`src/rtl/pci_pkg.sv`:
```
package pci_pkg;

    localparam int XLEN = 32; // Data and address width

    // RV32I major opcodes
    localparam logic [6:0] OP_LUI    = 7'b0110111;
    localparam logic [6:0] OP_IMM    = 7'b0010011;
    localparam logic [6:0] OP_REG    = 7'b0110011;
    localparam logic [6:0] OP_LOAD   = 7'b0000011;
    localparam logic [6:0] OP_STORE  = 7'b0100011;
    localparam logic [6:0] OP_BRANCH = 7'b1100011;
    localparam logic [6:0] OP_JAL    = 7'b1101111;

    localparam logic [2:0] F3_ADD_SUB = 3'b000;
    localparam logic [2:0] F3_AND     = 3'b111;
    localparam logic [2:0] F3_OR      = 3'b110;
    localparam logic [2:0] F3_LW      = 3'b010;
    localparam logic [2:0] F3_SW      = 3'b010;
    localparam logic [2:0] F3_BEQ     = 3'b000;
    localparam logic [2:0] F3_BNE     = 3'b001;

    localparam logic [6:0] F7_BASE = 7'b0000000;
    localparam logic [6:0] F7_SUB  = 7'b0100000; // Selects SUB over ADD

    typedef struct packed {
        logic [6:0] funct7;
        logic [4:0] rs2;
        logic [4:0] rs1;
        logic [2:0] funct3;
        logic [4:0] rd;
        logic [6:0] opcode;
    } r_fmt_t;

    typedef struct packed {
        logic [11:0] imm;
        logic [4:0]  rs1;
        logic [2:0]  funct3;
        logic [4:0]  rd;
        logic [6:0]  opcode;
    } i_fmt_t;

    typedef struct packed {
        logic [6:0] imm_hi;
        logic [4:0] rs2;
        logic [4:0] rs1;
        logic [2:0] funct3;
        logic [4:0] imm_lo;
        logic [6:0] opcode;
    } s_fmt_t;

    // Branch offset bits are scattered across the word
    typedef struct packed {
        logic       imm_12;
        logic [5:0] imm_10_5;
        logic [4:0] rs2;
        logic [4:0] rs1;
        logic [2:0] funct3;
        logic [3:0] imm_4_1;
        logic       imm_11;
        logic [6:0] opcode;
    } b_fmt_t;

    typedef struct packed {
        logic       imm_20;
        logic [9:0] imm_10_1;
        logic       imm_11;
        logic [7:0] imm_19_12;
        logic [4:0] rd;
        logic [6:0] opcode;
    } j_fmt_t;

    typedef union packed {
        r_fmt_t r_fmt;
        i_fmt_t i_fmt;
        s_fmt_t s_fmt;
        b_fmt_t b_fmt;
        j_fmt_t j_fmt;
    } instr_u;

endpackage

```
`src/rtl/wb_if.sv`:
```
`timescale 1ns/1ps

// Wishbone classic data bus, strobe folded into cyc
interface wb_if;

    logic                     cyc;   // Transaction active
    logic                     we;    // 1 = write
    logic [pci_pkg::XLEN-1:0] addr;
    logic [pci_pkg::XLEN-1:0] wdata;
    logic [pci_pkg::XLEN-1:0] rdata; // Valid with ack
    logic                     ack;   // One-cycle completion

    modport master (
        output cyc,
        output we,
        output addr,
        output wdata,
        input  rdata,
        input  ack
    );

    modport slave (
        input  cyc,
        input  we,
        input  addr,
        input  wdata,
        output rdata,
        output ack
    );

endinterface

```
`src/rtl/core_reset_gen.sv`:
```
`timescale 1ns/1ps

module core_reset_gen #(
    parameter int RESET_CLK_CYCLES = 8
) (
    input  logic sys_clk,
    input  logic rst_n_i,
    output logic core_rst_n_o
);

    localparam int CNT_W = $clog2(RESET_CLK_CYCLES + 1);

    logic [CNT_W-1:0] hold_cnt;

    // Assert together with system reset, release after the hold count
    always_ff @(posedge sys_clk or negedge rst_n_i) begin
        if (!rst_n_i) begin
            hold_cnt     <= '0;
            core_rst_n_o <= 1'b0;
        end else if (!core_rst_n_o) begin
            if (hold_cnt == CNT_W'(RESET_CLK_CYCLES - 1)) begin
                core_rst_n_o <= 1'b1; // Last held clock
            end
            hold_cnt <= hold_cnt + 1'b1;
        end
    end

endmodule

```
`src/rtl/rv_mini_core.sv`:
```
`timescale 1ns/1ps

module rv_mini_core #(
    parameter logic [pci_pkg::XLEN-1:0] BOOT_ADDR = 32'h0000_1000
) (
    input  logic                     sys_clk,
    input  logic                     rst_n_i,      // Core reset
    output logic                     imem_cyc_o,
    output logic [pci_pkg::XLEN-1:0] imem_addr_o,
    input  logic [pci_pkg::XLEN-1:0] imem_rdata_i,
    input  logic                     imem_ack_i,
    wb_if.master                     dbus
);

    localparam logic [1:0] S_BOOT  = 2'd0;
    localparam logic [1:0] S_FETCH = 2'd1;
    localparam logic [1:0] S_EXEC  = 2'd2;
    localparam logic [1:0] S_MEM   = 2'd3;

    logic [1:0]               state;
    logic [pci_pkg::XLEN-1:0] pc;
    pci_pkg::instr_u          ir;            // Latched instruction word
    logic [pci_pkg::XLEN-1:0] rf [32];

    logic [6:0]               opcode;
    logic [2:0]               funct3;
    logic [6:0]               funct7;
    logic [4:0]               rs1;
    logic [4:0]               rs2;
    logic [4:0]               rd;
    logic [pci_pkg::XLEN-1:0] rs1_val;
    logic [pci_pkg::XLEN-1:0] rs2_val;

    logic [pci_pkg::XLEN-1:0] imm_i;
    logic [pci_pkg::XLEN-1:0] imm_s;
    logic [pci_pkg::XLEN-1:0] imm_b;
    logic [pci_pkg::XLEN-1:0] imm_j;
    logic [pci_pkg::XLEN-1:0] imm_u;

    logic [pci_pkg::XLEN-1:0] alu_res;
    logic [pci_pkg::XLEN-1:0] next_pc;
    logic                     alu_wb;
    logic                     is_load;
    logic                     is_store;
    logic                     rf_we;
    logic [pci_pkg::XLEN-1:0] rf_wdata;

    // Register indices sit at the same place in every format
    assign opcode = ir.r_fmt.opcode;
    assign funct3 = ir.r_fmt.funct3;
    assign funct7 = ir.r_fmt.funct7;
    assign rs1    = ir.r_fmt.rs1;
    assign rs2    = ir.r_fmt.rs2;
    assign rd     = ir.r_fmt.rd;

    assign rs1_val = (rs1 == 5'd0) ? '0 : rf[rs1]; // x0 reads zero
    assign rs2_val = (rs2 == 5'd0) ? '0 : rf[rs2];

    assign imm_i = {{20{ir.i_fmt.imm[11]}}, ir.i_fmt.imm};
    assign imm_s = {{20{ir.s_fmt.imm_hi[6]}}, ir.s_fmt.imm_hi, ir.s_fmt.imm_lo};
    assign imm_b = {{19{ir.b_fmt.imm_12}}, ir.b_fmt.imm_12, ir.b_fmt.imm_11,
                    ir.b_fmt.imm_10_5, ir.b_fmt.imm_4_1, 1'b0};
    assign imm_j = {{11{ir.j_fmt.imm_20}}, ir.j_fmt.imm_20, ir.j_fmt.imm_19_12,
                    ir.j_fmt.imm_11, ir.j_fmt.imm_10_1, 1'b0};
    // Upper immediate taken as bits 31:12 of the I view
    assign imm_u = {ir.i_fmt.imm, ir.i_fmt.rs1, ir.i_fmt.funct3, 12'b0};

    assign is_load  = (opcode == pci_pkg::OP_LOAD)  && (funct3 == pci_pkg::F3_LW);
    assign is_store = (opcode == pci_pkg::OP_STORE) && (funct3 == pci_pkg::F3_SW);

    // Execute, unknown encodings fall through as no-ops
    always_comb begin
        alu_res = '0;
        alu_wb  = 1'b0;
        next_pc = pc + 32'd4;
        case (opcode)
            pci_pkg::OP_LUI: begin
                alu_res = imm_u;
                alu_wb  = 1'b1;
            end
            pci_pkg::OP_IMM: begin
                if (funct3 == pci_pkg::F3_ADD_SUB) begin
                    alu_res = rs1_val + imm_i; // ADDI
                    alu_wb  = 1'b1;
                end
            end
            pci_pkg::OP_REG: begin
                if (funct7 == pci_pkg::F7_SUB && funct3 == pci_pkg::F3_ADD_SUB) begin
                    alu_res = rs1_val - rs2_val;
                    alu_wb  = 1'b1;
                end else if (funct7 == pci_pkg::F7_BASE) begin
                    case (funct3)
                        pci_pkg::F3_ADD_SUB: begin
                            alu_res = rs1_val + rs2_val;
                            alu_wb  = 1'b1;
                        end
                        pci_pkg::F3_AND: begin
                            alu_res = rs1_val & rs2_val;
                            alu_wb  = 1'b1;
                        end
                        pci_pkg::F3_OR: begin
                            alu_res = rs1_val | rs2_val;
                            alu_wb  = 1'b1;
                        end
                        default: ;
                    endcase
                end
            end
            pci_pkg::OP_BRANCH: begin
                if ((funct3 == pci_pkg::F3_BEQ && rs1_val == rs2_val) ||
                    (funct3 == pci_pkg::F3_BNE && rs1_val != rs2_val)) begin
                    next_pc = pc + imm_b;
                end
            end
            pci_pkg::OP_JAL: begin
                alu_res = pc + 32'd4; // Link value
                alu_wb  = 1'b1;
                next_pc = pc + imm_j;
            end
            default: ;
        endcase
    end

    always_ff @(posedge sys_clk or negedge rst_n_i) begin
        if (!rst_n_i) begin
            state <= S_BOOT;
            pc    <= BOOT_ADDR;
        end else begin
            case (state)
                S_BOOT:  state <= S_FETCH; // One idle cycle after release
                S_FETCH: begin
                    if (imem_ack_i) begin
                        state <= S_EXEC;
                    end
                end
                S_EXEC: begin
                    pc    <= next_pc;
                    state <= (is_load || is_store) ? S_MEM : S_FETCH;
                end
                default: begin
                    if (dbus.ack) begin
                        state <= S_FETCH;
                    end
                end
            endcase
        end
    end

    always_ff @(posedge sys_clk) begin
        if (state == S_FETCH && imem_ack_i) begin
            ir <= imem_rdata_i;
        end
    end

    assign rf_we    = (state == S_EXEC && alu_wb) ||
                      (state == S_MEM && dbus.ack && is_load);
    assign rf_wdata = (state == S_MEM) ? dbus.rdata : alu_res;

    always_ff @(posedge sys_clk) begin
        if (rf_we && rd != 5'd0) begin
            rf[rd] <= rf_wdata;
        end
    end

    assign imem_cyc_o  = (state == S_FETCH);
    assign imem_addr_o = pc;

    // Operands hold still through MEM since ir and rf only change at its end
    assign dbus.cyc   = (state == S_MEM);
    assign dbus.we    = (state == S_MEM) && is_store;
    assign dbus.addr  = rs1_val + (is_store ? imm_s : imm_i);
    assign dbus.wdata = rs2_val;

endmodule

```
`src/rtl/data_bus_split.sv`:
```
`timescale 1ns/1ps

module data_bus_split #(
    parameter logic [pci_pkg::XLEN-1:0] IO_BASE = 32'hF000_0000
) (
    wb_if.slave  cpu,
    wb_if.master ext,
    wb_if.master io
);

    logic io_sel;

    // Region picked by the top address nibble
    assign io_sel = (cpu.addr[pci_pkg::XLEN-1 -: 4] == IO_BASE[pci_pkg::XLEN-1 -: 4]);

    // External memory side
    assign ext.cyc   = cpu.cyc & ~io_sel;
    assign ext.we    = cpu.we & ~io_sel;
    assign ext.addr  = cpu.addr;
    assign ext.wdata = cpu.wdata;

    // Register block side
    assign io.cyc   = cpu.cyc & io_sel;
    assign io.we    = cpu.we & io_sel;
    assign io.addr  = cpu.addr;
    assign io.wdata = cpu.wdata;

    // Response from whichever side was addressed
    assign cpu.rdata = io_sel ? io.rdata : ext.rdata;
    assign cpu.ack   = io_sel ? io.ack : ext.ack;

endmodule

```
`src/rtl/io_regs.sv`:
```
`timescale 1ns/1ps

module io_regs (
    input  logic                     sys_clk,
    input  logic                     rst_n_i,
    wb_if.slave                      bus,
    output logic                     done_o,
    output logic [pci_pkg::XLEN-1:0] result_o
);

    logic                     ack_q;
    logic [pci_pkg::XLEN-1:0] cycle_cnt;
    logic                     tohost_wr;

    // Word offset 0 is tohost, offset 4 the cycle counter
    assign tohost_wr = bus.cyc && ack_q && bus.we && (bus.addr[3:2] == 2'd0);

    always_ff @(posedge sys_clk or negedge rst_n_i) begin
        if (!rst_n_i) begin
            ack_q     <= 1'b0;
            cycle_cnt <= '0;
            done_o    <= 1'b0;
            result_o  <= '0;
        end else begin
            ack_q     <= bus.cyc & ~ack_q; // Single-cycle ack
            cycle_cnt <= cycle_cnt + 1'b1;
            if (tohost_wr) begin
                result_o <= bus.wdata;
                done_o   <= 1'b1; // Sticky until reset
            end
        end
    end

    assign bus.ack = ack_q;

    always_comb begin
        case (bus.addr[3:2])
            2'd0:    bus.rdata = result_o;
            2'd1:    bus.rdata = cycle_cnt;
            default: bus.rdata = '0;
        endcase
    end

endmodule

```
`src/rtl/processorci_top.sv`:
```
`timescale 1ns/1ps

module processorci_top #(
    parameter int                       RESET_CLK_CYCLES = 8,
    parameter logic [pci_pkg::XLEN-1:0] BOOT_ADDR        = 32'h0000_1000,
    parameter logic [pci_pkg::XLEN-1:0] IO_BASE          = 32'hF000_0000
) (
    input  logic                     sys_clk,
    input  logic                     rst_n_i,

    // Instruction bus, read only
    output logic                     imem_cyc_o,
    output logic [pci_pkg::XLEN-1:0] imem_addr_o,
    input  logic [pci_pkg::XLEN-1:0] imem_rdata_i,
    input  logic                     imem_ack_i,

    // External data bus
    output logic                     dmem_cyc_o,
    output logic                     dmem_we_o,
    output logic [pci_pkg::XLEN-1:0] dmem_addr_o,
    output logic [pci_pkg::XLEN-1:0] dmem_wdata_o,
    input  logic [pci_pkg::XLEN-1:0] dmem_rdata_i,
    input  logic                     dmem_ack_i,

    output logic                     done_o,   // tohost written
    output logic [pci_pkg::XLEN-1:0] result_o
);

    logic core_rst_n;

    wb_if core_dbus ();
    wb_if ext_dbus ();
    wb_if io_bus ();

    core_reset_gen #(
        .RESET_CLK_CYCLES (RESET_CLK_CYCLES)
    ) u_core_reset_gen (
        .sys_clk          (sys_clk),
        .rst_n_i          (rst_n_i),
        .core_rst_n_o     (core_rst_n)
    );

    rv_mini_core #(
        .BOOT_ADDR        (BOOT_ADDR)
    ) u_core (
        .sys_clk          (sys_clk),
        .rst_n_i          (core_rst_n),
        .imem_cyc_o       (imem_cyc_o),
        .imem_addr_o      (imem_addr_o),
        .imem_rdata_i     (imem_rdata_i),
        .imem_ack_i       (imem_ack_i),
        .dbus             (core_dbus.master)
    );

    data_bus_split #(
        .IO_BASE          (IO_BASE)
    ) u_data_bus_split (
        .cpu              (core_dbus.slave),
        .ext              (ext_dbus.master),
        .io               (io_bus.master)
    );

    // Counter and tohost run from system reset
    io_regs u_io_regs (
        .sys_clk          (sys_clk),
        .rst_n_i          (rst_n_i),
        .bus              (io_bus.slave),
        .done_o           (done_o),
        .result_o         (result_o)
    );

    assign dmem_cyc_o     = ext_dbus.cyc;
    assign dmem_we_o      = ext_dbus.we;
    assign dmem_addr_o    = ext_dbus.addr;
    assign dmem_wdata_o   = ext_dbus.wdata;
    assign ext_dbus.rdata = dmem_rdata_i;
    assign ext_dbus.ack   = dmem_ack_i;

endmodule

```
`config.mk`:
```
export PLATFORM = sky130hd
export DESIGN_NAME = processorci_top
export DESIGN_NICKNAME = d
export VERILOG_FILES = /design/src/rtl/pci_pkg.sv /design/src/rtl/wb_if.sv /design/src/rtl/core_reset_gen.sv /design/src/rtl/rv_mini_core.sv /design/src/rtl/data_bus_split.sv /design/src/rtl/io_regs.sv /design/src/rtl/processorci_top.sv
export SDC_FILE = /design/constraint.sdc
export NUM_CORES = 2
export LEC_CHECK = 0
export CORE_MARGIN = 4
export CORE_UTILIZATION = 33
export CTS_BUF_LIST = sky130_fd_sc_hd__clkbuf_16
export DETAILED_ROUTE_END_ITERATION = 12
export DONT_BUFFER_PORTS = 1
export GPL_ROUTABILITY_DRIVEN = 1
export PLACE_DENSITY = 0.52
export SLEW_MARGIN = 40
export SYNTH_ARGS = -nofsm -noshare
export SYNTH_HDL_FRONTEND = slang
export SYNTH_SLANG_ARGS = --single-unit
```
`constraint.sdc`:
```
create_clock -name sys_clk -period 7.8 [get_ports sys_clk]
set_input_delay 1.17 -clock sys_clk [delete_from_list [all_inputs] [get_ports sys_clk]]
set_output_delay 1.17 -clock sys_clk [all_outputs]
set_load 0.01 [all_outputs]
```
### Word-level counts from Yosys, hierarchy flattened

Memories as Yosys holds them, arrays and structs flattened. A register that Yosys moved wholly into a read port is not among the register bits.
Cells that the tools add are included.

* add/subtract/negate cells: 9
* equality and inequality tests: 21
* muxes and demuxes: 29
* bitwise operators: 9
* reduce and logical (&&, ||, !) cells: 28

Operator list (count)
* two-way mux 32 bit: 8
* adder 32 bit: 5
* case mux 32 bit (2 select lines): 2
* case mux 32 bit (4 select lines): 1
* case mux 32 bit (3 select lines): 1
* adder 32 x 1 -> 32 bit (second input constant): 1
* adder 32 x 3 -> 32 bit (second input constant): 1
* AND 32 bit: 1
* equality test 32 bit: 1
* inequality test 32 bit: 1
* bitwise OR 32 bit: 1
* subtractor 32 bit: 1
* equality test 7 x 6 -> 1 bit (second input constant): 4
* two-way mux 5 bit: 3
* equality test 7 bit (second input constant): 2
* logical AND 1 bit: 14
* zero test 5 bit: 2
* two-way mux 1 bit: 9
* equality test 7 x 2 -> 1 bit (second input constant): 1
* equality test 7 x 5 -> 1 bit (second input constant): 1
* zero test 7 bit: 1
* equality test 3 bit (second input constant): 2
* two-way mux 2 bit: 3
* case mux 2 bit (3 select lines): 1
* 19 further kinds: 29

* flip-flop bits (word level): 137
* RAM bits: 1024
* bits of input ports: 68
* output and inout bits: 132
* word-level logic and storage cells: 106
* memories kept: 1

Memory list
* u_core.rf: words 32, bits a word 32, rd ports 2, clocked after memory_dff 2, wr ports 1, RTL line rv_mini_core.sv:23 `logic [pci_pkg::XLEN-1:0] rf [32];`

### Depth between registers and ports, before layout

* depth in word-level cells: 12
* depth in mapped cells: 23
* mapped depth without buffers: 18

### Hierarchy

From an unflattened synthesis, not the netlist that was laid out.

* cells, all modules: 4531
* area total of the unflattened synthesis: 66367.4 um2

Modules (own cells, without submodules)
* rv_mini_core: times used 1, cells an instance 4083, area an instance 61506.5 um2, sequential area each 32737.6 um2
* io_regs: times used 1, cells an instance 263, area an instance 3131.8 um2, sequential area each 1651.6 um2
* data_bus_split: times used 1, cells an instance 171, area an instance 1512.7 um2, sequential area each 0.0 um2
* core_reset_gen: times used 1, cells an instance 14, area an instance 216.5 um2, sequential area each 125.1 um2

### Least setup slack after synthesis

Ideal clock, no wire load.

* kind: reg2reg
* start: register (tool-made name)
* end: memory u_core.rf[12][0] in the netlist's numbering, enable pin
* data arrival time: 8836 ps
* required time: 7299 ps
* setup slack: -1538 ps
* stages on the path, launching flop included: 22
* path buffers: 5
* clock period less this slack: 9338 ps
* cell sequence: dfxtp_1 buf_2 clkbuf_1 buf_1 buf_1 mux4_2 mux4_2 nand2_1 a21oi_1 ha_1 fa_1 a211oi_1 o21bai_1 a221o_1 nor2b_1 or4_1 and4bb_1 and3_4 mux2_4 o21ai_1 buf_2 nor4_1

RTL lines (RTL line)
* end: declaration: rv_mini_core.sv:23

==> impl_metrics.ini <==
[layout]
stdcell_count = 7256
area_delta_synth_final_pct = 15.4
final_nets = 4781
fin_area_mm2 = 0.0752
num-fill-cells = 18200
final_layout_size_suffix_gt1_share_pct = 27.9

[setup_path]
crit_cells = 17
cp.arrival_ns = 6.32
r2r-end = u_core.rf[25][19]
timing.critical_path.buf_inv = 2
worstPathCellList = buf_12 > mux4_2 > mux4_2 > nand2_1 > a21oi_1 > ha_1 > fa_1 > a211oi_1 > o21bai_1 > a221o_1 > nor2b_1 > or4_1 > and4bb_1 > and3_4 > nor2b_4 > nor2b_1 > buf_4
worstSetupEndpointType = output port
setup.worst_path.start_class = flop
cp_slowest_cell = dfxtp_4
worstPathRequired_ns = 6.63
regToRegSetupSlack_ns = 0.68
cp_max_fo = 17
cp_top_family = simple AND/OR/NAND/NOR gates
cp-endpoint = dmem_we_o
worstSetupPathType = flop to output port
max_stage_delay_ns = 0.53
reg2regPathDepth = 20

[floorplan]
ioPinCount = 200
fp.dieH_um = 452
rows = 162
initial_core_util_pct = 33.3
die-area_mm2 = 0.205
core_area_mm2 = 0.196
dieWidth_um = 452

[timing]
post-route-period-util_pct = 96.1
report.final.hold_viol_count = 0
grt_setup_unrepaired = false
tightest_slew_ns = 0.921
fin_crit_ns = 7.49
drv_slew = 0
fmax_ghz = 0.133
fin_worst_skew_ns = 0.0688
slew_headroom_pct = 38.6
worst_slack_ns = 0.306
setup_viol = 0

[placed_design]
port_buffers = 0
pre_cts_ws_ns = 0.608
gp_congestion = 0.961
place_inst = 7012
hpwl_mm = 167
place_area_mm2 = 0.0707

[detailed_routing]
wl_met2_mm = 116
drcViolationCount = 0
route.detailed.vias_per_inst = 6.10
wl_met1_mm = 99.1
wl_per_cell_um = 34.2
top_layer = met5
totalWireLength_mm = 248
first_pass_iters = 7
vias = 44300
drt_first_iter_violations = 5568
wl_met3_mm = 21.3
antenna_left = 0

[logic_synthesis]
synth_area_leaders = edfxtp_1 49%, mux4_2 22%, dfrtp_1 4.0%, ha_1 3.5%, a21oi_1 2.1%
synth_edf_count = 1056
yosysWarnings = 0
synthTopCellsByCount = 1056 x edfxtp_1, 638 x mux4_2, 275 x a21oi_1
syn_avg_cell_area_um2 = 14.8
netlist.area_leader.share_pct = 48.6
synthArstFlopShare_pct = 8.89
syn_area_mm2 = 0.0652
netlist_instances = 4393
synth.most_common_cell = edfxtp_1
ys_seq_elements = 1170
synth_flop_cell = edfxtp_1
synthDistinctLibCells = 94
yosysSeqAreaShare_pct = 52.9
synth_top_area_cell = edfxtp_1

[cts]
cts_buffer_depth = 3
htree_levels = 4
cts_tree = built
clockRootBuffer = clkbuf_16
hold_buffers = 0
clkTransAtPathRegs_ns = 0.06
cts_buffers = 132
clock_latency_ns = 0.80
cts.sinks = 1170

[min_path]
min_path_type = input pin to asynchronous set/reset pin

[global_route]
grt_usage_pct = 23.7
globalRouteOverflowTotal = 0
antenna_found_initial = 20
grt_pass1_wl_mm = 344
grt_pass1_vias = 43500
grt_max_degree = 72

[flow_run]
cap_violations = 0

[outcome]
status = complete, no violations

[power_and_ir_drop]
peakVddDrop_mv = 0.249
p_leak_nw = 25.5
power.density_mw_per_mm2 = 396
## report_power, final
group          switching [W]  internal [W]  leakage (nW)
registers           0.000481       0.00721          11.1
clock network        0.00273       0.00360          2.17
logic                0.00986       0.00591          12.2
total                 0.0131        0.0167          25.5
## repair_timing
action,4_1_cts,5_1_grt
buffers inserted,0,0
endpoints found under the hold margin,0,0
setup endpoints to repair,0,2
resized for setup,0,2
## per-layer routing
metal  up-vias  GRT usage (%)
li1      18200              -
met1     23400           31.6
met2      2238           37.9
met3       396           4.84
met4        10           9.71
met5         -              0
## how the worst min path moves through the flow
stage | to | slack [ns]
after global placement | u_core.imem_addr_o[29] | 0.47
after floorplan | u_io_regs.cycle_cnt[31] | 0.45
after global routing | u_io_regs.result_o[20] | 0.03
after CTS | u_io_regs.cycle_cnt[0] | 0.008
after detailed placement | u_core.imem_addr_o[29] | 0.47
final | u_io_regs.cycle_cnt[10] | 0.07
## cell families (layout without fill, tap and decap cells)
kind of cell	count (synthesis)	count (layout)	share of synthesized area, %
AOI/OAI and AO/OA	877	877	8.80
xor gates and xnor gates	155	155	2.11
adders and majority gates	188	188	3.68
buffers and inverters	448	644	2.63
DFF	1170	1170	52.9
muxes	746	746	23.8
other	1	44	0.00575
and+or+nand+nor	808	808	6.03
## metrics by stage
step | total power [W] | hold WS (ns) | TNS, ns | util (%)
after floorplan | 0.0175 | 0.445 | -90.83 | -
after global placement | 0.0232 | 0.468 | 0 | 36.1
after detailed placement | 0.0233 | 0.472 | 0 | 36.2
after CTS | 0.0296 | 0.00842 | 0 | 38.4
after global routing | 0.0311 | 0.0325 | 0 | 38.4
final | 0.0298 | 0.0730 | 0 | 38.5
## cells in the final DEF (no fill, tap or decap), types with 47 or more instances in the layout
cell / Yosys / routed
a21o_1: 51 / 51
inv_1: 143 / 158
a21oi_1: 275 / 260
xnor2_1: 104 / 102
edfxtp_1: 1056 / 1056
nand3_1: 48 / 48
mux2_2: 47 / 47
nand2b_1: 54 / 53
o21ai_0: 164 / 157
buf_12: 0 / 49
ha_1: 182 / 181
xor2_1: 49 / 49
nand2_1: 244 / 244
mux2i_1: 60 / 60
mux4_2: 638 / 638
dfrtp_1: 103 / 102
buf_4: 5 / 214
clkbuf_16: 0 / 135
nor2_1: 207 / 176
## worst register-to-register path, stage by stage (launching register included)
cell       delay (ns)
dfxtp_4          0.53
buf_12           0.24
buf_12           0.29
mux4_2           0.54
mux4_2           0.49
nand2b_1         0.09
a21oi_1          0.22
buf_4            0.26
ha_1             0.28
a21oi_1          0.17
o21ai_0          0.21
o31ai_1          0.57
o21ai_0          0.28
a21boi_1         0.30
xnor2_2          0.26
and3_4           0.34
mux2_4           0.28
o2111ai_2        0.18
buf_4            0.28
nor2_4           0.67
buf_12           0.32
## final cells by class
cell class | count | area (um2) | area share, %
clock buffer | 133 | 3330 | 4.42
clock inverter | 97 | 1040 | 1.38
inverter | 144 | 543 | 0.722
sequential | 1170 | 34600 | 45.9
tap | 2624 | 3280 | 4.37
antenna | 11 | 27.5 | 0.0366
multi-input combinational | 2807 | 29700 | 39.5
timing repair buffer | 270 | 2730 | 3.62
## sequential cells by signal (all words and copies together) (netlist names), named ones only
register,cells
u_core_reset_gen.core_rst_n_o,1
u_core.ir,32
u_core.rf,1024
u_io_regs.cycle_cnt,32
u_io_regs.done_o,1
u_core.state,2
u_io_regs.result_o,32
u_core.imem_addr_o,31
u_io_regs.bus.ack,1
u_core_reset_gen.hold_cnt,4
Note: power is estimated with default switching activity, not from simulation.
